--- src/common/tcdm_pkg.sv ---
// Sizes and vector types of the local sub-group interconnect.
// All counts must be powers of two; addresses are word interleaved
// across the tiles and the byte-offset bits are ignored.
package tcdm_pkg;

  // ------------------------------------------------------------
  // Sub-group sizes
  // ------------------------------------------------------------
  localparam int unsigned NumInit     = 4;
  localparam int unsigned NumTiles    = 4;
  localparam int unsigned RowsPerBank = 256;
  localparam int unsigned DataWidth   = 32;
  localparam int unsigned ByteOffset  = 2;

  // Derived field widths
  localparam int unsigned StrbWidth = DataWidth / 8;
  localparam int unsigned TileBits  = $clog2(NumTiles);
  localparam int unsigned RowBits   = $clog2(RowsPerBank);
  localparam int unsigned IniBits   = $clog2(NumInit);
  localparam int unsigned AddrWidth = RowBits + TileBits + ByteOffset;

  // ------------------------------------------------------------
  // Vector types
  // ------------------------------------------------------------
  // Read or write data word
  typedef logic [DataWidth-1:0] data_t;

  // Byte enables, one per data byte
  typedef logic [StrbWidth-1:0] strb_t;

  // Byte address as row | tile | byte offset
  typedef logic [AddrWidth-1:0] addr_t;

  // Target bank
  typedef logic [TileBits-1:0] tile_idx_t;

  // Word row inside a bank
  typedef logic [RowBits-1:0] row_t;

  // Initiator id, travels with the request and back with the response
  typedef logic [IniBits-1:0] ini_id_t;

endpackage
--- src/hw/sub_group/tcdm_resp_route.sv ---
// Combinational response routing from banks back to initiators by id.
// At most one bank holds a response per initiator at any time.
`timescale 1ns/10ps

module tcdm_resp_route (
  // Bank side
  input  logic              [tcdm_pkg::NumTiles-1:0] bank_valid_i,
  input  tcdm_pkg::data_t   [tcdm_pkg::NumTiles-1:0] bank_rdata_i,
  input  tcdm_pkg::ini_id_t [tcdm_pkg::NumTiles-1:0] bank_ini_i,
  output logic              [tcdm_pkg::NumTiles-1:0] drain_o,
  // Initiator side
  input  logic              [tcdm_pkg::NumInit-1:0]  resp_ready_i,
  output logic              [tcdm_pkg::NumInit-1:0]  resp_valid_o,
  output tcdm_pkg::data_t   [tcdm_pkg::NumInit-1:0]  resp_rdata_o,
  output logic              [tcdm_pkg::NumInit-1:0]  init_free_o
);

  // Bank t holds a response for initiator i
  logic [tcdm_pkg::NumInit-1:0][tcdm_pkg::NumTiles-1:0] hit;

  always_comb begin
    for (int i = 0; i < tcdm_pkg::NumInit; i++) begin
      for (int t = 0; t < tcdm_pkg::NumTiles; t++) begin
        hit[i][t] = bank_valid_i[t] && (bank_ini_i[t] == i);
      end
    end
  end

  // ------------------------------------------------------------
  // Per-initiator select
  // ------------------------------------------------------------
  // AND-OR mux, the hit vector is one-hot or empty
  always_comb begin
    for (int i = 0; i < tcdm_pkg::NumInit; i++) begin
      resp_valid_o[i] = |hit[i];
      resp_rdata_o[i] = '0;
      for (int t = 0; t < tcdm_pkg::NumTiles; t++) begin
        resp_rdata_o[i] |= bank_rdata_i[t] & {tcdm_pkg::DataWidth{hit[i][t]}};
      end
    end
  end

  // ------------------------------------------------------------
  // Drain and free status
  // ------------------------------------------------------------
  always_comb begin
    for (int t = 0; t < tcdm_pkg::NumTiles; t++) begin
      drain_o[t] = bank_valid_i[t] && resp_ready_i[bank_ini_i[t]];
    end
  end

  // Free when nothing is held, or the held response leaves this cycle
  assign init_free_o = ~resp_valid_o | resp_ready_i;

endmodule

--- config.mk ---
export PLATFORM = sky130hd
export DESIGN_NAME = tcdm_resp_route
export DESIGN_NICKNAME = d
export VERILOG_FILES = /design/src/common/tcdm_pkg.sv /design/src/hw/sub_group/tcdm_resp_route.sv
export SDC_FILE = /design/constraint.sdc
export NUM_CORES = 1
export LEC_CHECK = 0
export ABC_AREA = 0
export BUFFER_PORTS_ARGS = -buffer_cell sky130_fd_sc_hd__buf_2
export CAP_MARGIN = 20
export CORE_ASPECT_RATIO = 0.6
export CORE_MARGIN = 3
export CORE_UTILIZATION = 40
export DETAILED_ROUTE_END_ITERATION = 8
export GPL_TIMING_DRIVEN = 0
export PLACE_DENSITY = 0.71
export SLEW_MARGIN = 25
export SYNTH_ARGS = -nofsm -noshare
export SYNTH_HDL_FRONTEND = slang
export SYNTH_SLANG_ARGS = --single-unit
--- constraint.sdc ---
create_clock -name vclk -period 1.65
set_input_delay 0.2475 -clock vclk [all_inputs]
set_output_delay 0.2475 -clock vclk [all_outputs]
set_load 0.01 [all_outputs]
After elaboration in Yosys (flattened, before gate mapping)
Cells that the tools add are included.
{ "totals": {"ff_bits": 0, "inputBits": 144, "wordCells": 82} }
{ "op_classes": {"magnitude_cmp": 4, "n_eq_ne": 12, "mux": 8, "bitwise_logic": 30, "n_reduce_logical": 28} }
{ "ops": {"columns": ["op", "count"], "rows": [
  ["bitwise AND 32 bit", 16],
  ["bitwise OR 32 bit", 12],
  ["logical AND 1 bit", 20],
  ["equality test 2 bit (second input constant)", 8],
  ["OR reduction 4 bit", 4],
  ["< comparator 2 x 3 -> 1 bit (second input constant)", 4],
  ["binary-select mux 1 bit (select 2 bit)", 4],
  ["equality test 2 x 1 -> 1 bit (second input constant)", 4],
  ["logical NOT 2 bit", 4],
  ["2-to-1 mux 1 bit", 4],
  ["inverter 4 bit", 1],
  ["bitwise OR 4 bit", 1]
]} }

Longest topological paths before layout
Gate-level depths: netlist of the first run.
{ "depth": {"word_depth": 6, "ltp_mapped": 6} }

Least setup slack after synthesis of the first run
No wires, ideal clock.
{ "synth_timing": {"kind": "input-to-output", "from": "in bank_ini_i[7] in the netlist's numbering", "to": "out init_free_o[0] in the netlist's numbering", "arrival_time_ns": 1.157, "required_time_ns": 1.402, "setup_slack_ns": 0.245, "stages": 3, "path_buffers": 1, "path_cell_list": "clkbuf_1 -> or3b_2 -> a41o_1"} }
{ "synth_via": {"elab_chain_len": 5} }
{ "synth_lines": {"columns": ["item", "line_no", "text"], "rows": [
  ["from (decl)", "tcdm_resp_route.sv:9", "input tcdm_pkg::ini_id_t [tcdm_pkg::NumTiles-1:0] bank_ini_i,"],
  ["logical NOT 2 bit", "tcdm_resp_route.sv:24", "hit[i][t] = bank_valid_i[t] && (bank_ini_i[t] == i);"],
  ["logical AND 1 bit", "tcdm_resp_route.sv:24", null],
  ["OR reduction 4 bit", "tcdm_resp_route.sv:35", "resp_valid_o[i] = |hit[i];"],
  ["inverter 4 bit", "tcdm_resp_route.sv:53", "assign init_free_o = ~resp_valid_o | resp_ready_i;"],
  ["bitwise OR 4 bit", "tcdm_resp_route.sv:53", null],
  ["to (decl)", "tcdm_resp_route.sv:15", "output logic [tcdm_pkg::NumInit-1:0] init_free_o"]
]} }
Every way passes these cells.

==> results.tsv, run 1 <==
metric	value	unit
drive_above_1_share	51.1	%
max_slew.worst_pin.slew	548	ps
syn_avg_cell_area	7.68	um^2
start_util	42.3	%
arrival	1430	ps
grt_max_degree	11	
violations	setup timing	
fp.dieW	164	um
hp-class	in -> out	
dieHeight	101	um
maxSlewHeadroom	63.5	%
vias_per_cell	8.32	
design.seq.count	0	
syn_area	0.00597	mm^2
drtIter0Drc	2032	
core	0.0141	mm^2
syn_nets	921	
hpwl	30100	um
worstSetupStartpointType	primary input	
antenna_found_initial	0	
final_net_count	1235	
ant_nets	0	
firstDrtPassIters	7	
grt.overflow.total	0	
seq_area	0	um^2
period_needed	1680	ps
slew_viol_final	0	
grt_pass1_vias	9648	
synthTopCellsByArea	nand4b_1 (31%), nand4_1 (17%), and4bb_2 (9.8%)	
cap_violations	0	
routed_wirelength	42300	um
setup_viol	14	
gp_congestion	1.05	
outcome	finished with violations	
hp-start	bank_rdata_i[36]	
syn2layout_area_growth	53.1	%
rsz0062_at_grt	yes	
whs_path_depth	3	
clkbuf_count	0	
grt_use_total	46.2	%
drcViolationCount	0	
yosys.area.top_type	nand4b_1	
vias	10700	
crit_start	bank_valid_i[0]	
fp.dieArea	0.0165	mm^2
syn_inst	777	
pin_count	284	
yosysSeqAreaShare	0	%
yosysWarningCount	0	
grt_pass1_wl	59100	um
hold_violations	0	
worst_slack	-27.1	ps
fin_crit_sh	102	%
synth_top_area_share	30.8	%
wl_per_cell	33.0	um
required	1400	ps
yosysUniqueCellTypes	22	
max_freq	596	MHz
row_count	33	
path_class	in -> out	
port_buffers	283	
preCtsSetupSlack	-586	ps
cp-end-kind	output pin	
crit_fanout	10	
==> Yosys cell counts (all sizes together) <==
cell type,count
nand4,162
or3b,4
nor4bb,54
o2111ai,56
nor3b,1
inv,32
and2,4
nand4b,210
clkbuf,70
and4bb,51
a2111o,23
buf,81
mux4,4
a41o,4
nand3,4
nand3b,8
or4,9
==> layout make-up <==
type               count  area (um^2)
diodes                 1         2.50
plain buffers        151         1320
inverters             32          120
well taps            192          240
fillers             1300         4980
multi-input cells    594         5560
repair buffers       312         1910
==> worst paths after layout <==
| kind | end | slack (ps) |
|---|---|---|
| worst max-delay path | resp_rdata_o[96] | -30 |
| worst min-delay path | resp_rdata_o[4] | 860 |
==> cells in the final DEF (no fill, tap or decap) <==
cell / n
o2111ai_2: 28
a41o_1: 4
nor4bb_1: 52
or3b_4: 3
and4bb_1: 4
o2111ai_4: 12
nand3_1: 3
buf_6: 53
buf_8: 10
mux4_2: 4
and4bb_2: 47
buf_12: 7
o2111ai_1: 16
nand3b_1: 8
or4_1: 9
nand3_4: 1
nor3b_4: 1
clkbuf_1: 5
diode_2: 1
nand4_1: 162
buf_2: 277
buf_4: 52
a2111o_1: 23
nand4b_1: 210
clkbuf_2: 23
inv_1: 32
nor4bb_2: 2
clkbuf_8: 8
clkbuf_16: 6
or3b_1: 1
and2_1: 4
clkbuf_4: 22
==> worst max-delay path: stages <==
cell,delay [ps]
buf_4,150
buf_6,170
buf_8,160
buf_6,190
nand4_1,190
nand4_1,180
buf_2,150
==> layer usage <==
metal	up-vias	wire (um)	GRT usage, %
li1	4066	-	-
met1	4981	15600	63.4
met2	1346	16200	64.6
met3	269	8540	20.2
met4	0	1960	13.7
met5	-	0	0
==> repair_timing <==
action	CTS	global route
pin swaps	6	8
cloned	4	8
endpoints found under the setup margin	140	123
hold buffers	0	0
gates resized for setup	232	137
buffers inserted	12	5
hold endpoints to repair	0	0
==> cell families after synthesis <==
group,Yosys count,share of synthesized area [%]
AOI/OAI and AO/OA,83,13.2
and+or+nand+nor,507,71.2
buffers and inverters,183,14.1
muxes,4,1.51
==> stage by stage <==
stage	std cells	util [%]	cell area, um^2	hold slack (ps)	setup TNS [ps]
2_1_floorplan	777	-	5970	611	0
3_3_place_gp	1252	54.0	7630	861	-44780
3_5_place_dp	1252	54.0	7630	861	-44710
4_1_cts	1268	60.2	8500	863	-92.4
5_1_grt	1281	64.7	9140	885	-93.8
6_report	1282	64.7	9140	862	-183
==> run 2: changes to the inputs <==
==> constraint.sdc (replaced) <==
create_clock -name vclk -period 2.1
set_input_delay 0.315 -clock vclk [all_inputs]
set_output_delay 0.315 -clock vclk [all_outputs]
set_load 0.01 [all_outputs]
==> run 2 against run 1 <==
Against the previous run:
- the run still ends with setup timing left
- flip-flop and latch count unchanged
- global-route usage fell by 0.86 points
- final cell count down 2.2%
- utilization is 9.6 points lower
- wire length down 5.2%
- hold slack better by 140 ps
- setup slack better by 5.7 ps
- non-clock buffer count is 27 lower
- first-iteration DRC count is 9.1% lower
- sequential share of layout area unchanged
- via count fell by 5.9%
- critical path type unchanged
==> results.tsv, run 2 (synthesized netlist as in run 1, its figures left out) <==
metric	value	unit	change
path_class	in -> out		
fin_crit_sh	101	%	
p_clk_share	0	%	
worst_ir_drop_vdd	100	uV	
preCtsSetupSlack	-271	ps	+315 ps
syn2layout_area_growth	30.3	%	
cts_hold_buffers	0		unchanged
hold-worst-slack	1000	ps	+139 ps
switchingPower	1.22	mW	
cp-end-kind	output pin		
grt_use_total	45.3	%	-0.86 points
required	1780	ps	+380 ps
pin_count	284		unchanged
mostFrequentLayoutCells	buf_2 (337), nand4b_1 (210), nand4_1 (162)		
violations	setup timing		
grt_max_degree	11		unchanged
final_net_count	1208		-2.2%
max_slew.worst_pin.slew	766	ps	+219 ps
fp.dieArea	0.0165	mm^2	unchanged
vias_per_cell	8.00		-3.8%
p_leak	3.39	nW	
routed_wirelength	40100	um	-5.2%
hpwl	30100	um	unchanged
outcome	finished with violations		
drive_above_1_share	43.5	%	-7.6 points
hp-class	in -> out		
worst_slack	-21.5	ps	+5.69 ps
drcViolationCount	0		unchanged
antenna_cells	0		-1
firstDrtPassIters	9		+2
setup_viol	4		-10
placed_cell_area	0.00763	mm^2	unchanged
vias	10000		-5.9%
switching_share	64.0	%	
gp_congestion	1.05		unchanged
seq_area	0	um^2	unchanged
pwr_density_cell	245	mW/mm^2	
grt_pass1_wl	58200	um	-1.6%
port_buffers	283		unchanged
row_count	33		unchanged
p_int	687	uW	
antenna_found_initial	0		unchanged
p_comb_share	100.0	%	
wl_per_cell	32.0	um	-3.1%
drtIter0Drc	1847		-9.1%
hold_violations	0		unchanged
worstSetupStartpointType	primary input		
start_util	42.3	%	unchanged
design.seq.count	0		unchanged
core	0.0141	mm^2	unchanged
cap_violations	0		unchanged
period_needed	2120	ps	
final_common_cell	buf_2		
fp.dieW	164	um	unchanged
grt_pass1_vias	9452		-2.0%
slew_viol_final	0		unchanged
grt.overflow.total	0		unchanged
whs_path_depth	3		unchanged
ant_nets	0		unchanged
final_area	0.00778	mm^2	-15%
clkbuf_count	0		unchanged
arrival	1810	ps	+380 ps
fill_cells	1477		+14%
p_seq_share	0	%	
crit_fanout	10		unchanged
maxSlewHeadroom	48.9	%	-15 points
finalSetupTns	-44.1	ps	+139 ps
dieHeight	101	um	unchanged
max_freq	471	MHz	
[run 2: critical path, stage by stage]
cell	delay, ps
buf_2	200
buf_4	220
buf_4	190
buf_2	320
nand4_1	220
nand4_1	180
buf_2	150
[run 2: layout make-up]
| class | count | area, um^2 | area share [%] |
|---|---|---|---|
| buffer | 151 | 802 | 10.3 |
| inverter | 32 | 120 | 1.54 |
| multi-input combinational | 594 | 5190 | 66.7 |
| tap | 192 | 240 | 3.09 |
| timing repair buffer | 285 | 1430 | 18.4 |
[run 2: final timing paths]
path / start / end / slack, ps
worst min-delay path: bank_rdata_i[36] / resp_rdata_o[4] / 1000
worst max-delay path: bank_valid_i[0] / resp_rdata_o[96] / -20
[run 2: per-stage QoR]
step | cells | power (mW) | util, %
final | 1254 | 1.91 | 55.1
after global routing | 1254 | 1.95 | 55.1
after CTS | 1254 | 1.78 | 54.4
after detailed placement | 1252 | 1.76 | 54.0
after global placement | 1252 | 1.77 | 54.0
after floorplan | 777 | 0.906 | -
[run 2: what timing repair did]
item	4_1_cts	5_1_grt
setup endpoints to repair	70	92
gates resized for setup	28	51
setup buffers	2	0
gates cloned	0	0
[run 2: per-layer routing]
| metal | part of all wire, % | routed length [um] | vias up | global-route usage [%] |
|---|---|---|---|---|
| met5 | 0 | 0 | - | 0 |
| met3 | 19 | 7690 | 180 | 18.8 |
| li1 | - | - | 3996 | - |
| met2 | 38 | 15400 | 1193 | 63.4 |
| met1 | 39 | 15600 | 4667 | 63.8 |
| met4 | 3.6 | 1450 | 0 | 11.0 |
[run 2: power by group through the flow]
stage / Combinational [mW] / Clock (mW) / Sequential (mW)
final: 1.91 / 0 / 0
after global routing: 1.95 / 0 / 0
after CTS: 1.78 / 0 / 0
after detailed placement: 1.76 / 0 / 0
after global placement: 1.77 / 0 / 0
after floorplan: 0.906 / 0 / 0
(Power assumes the default switching activity.)
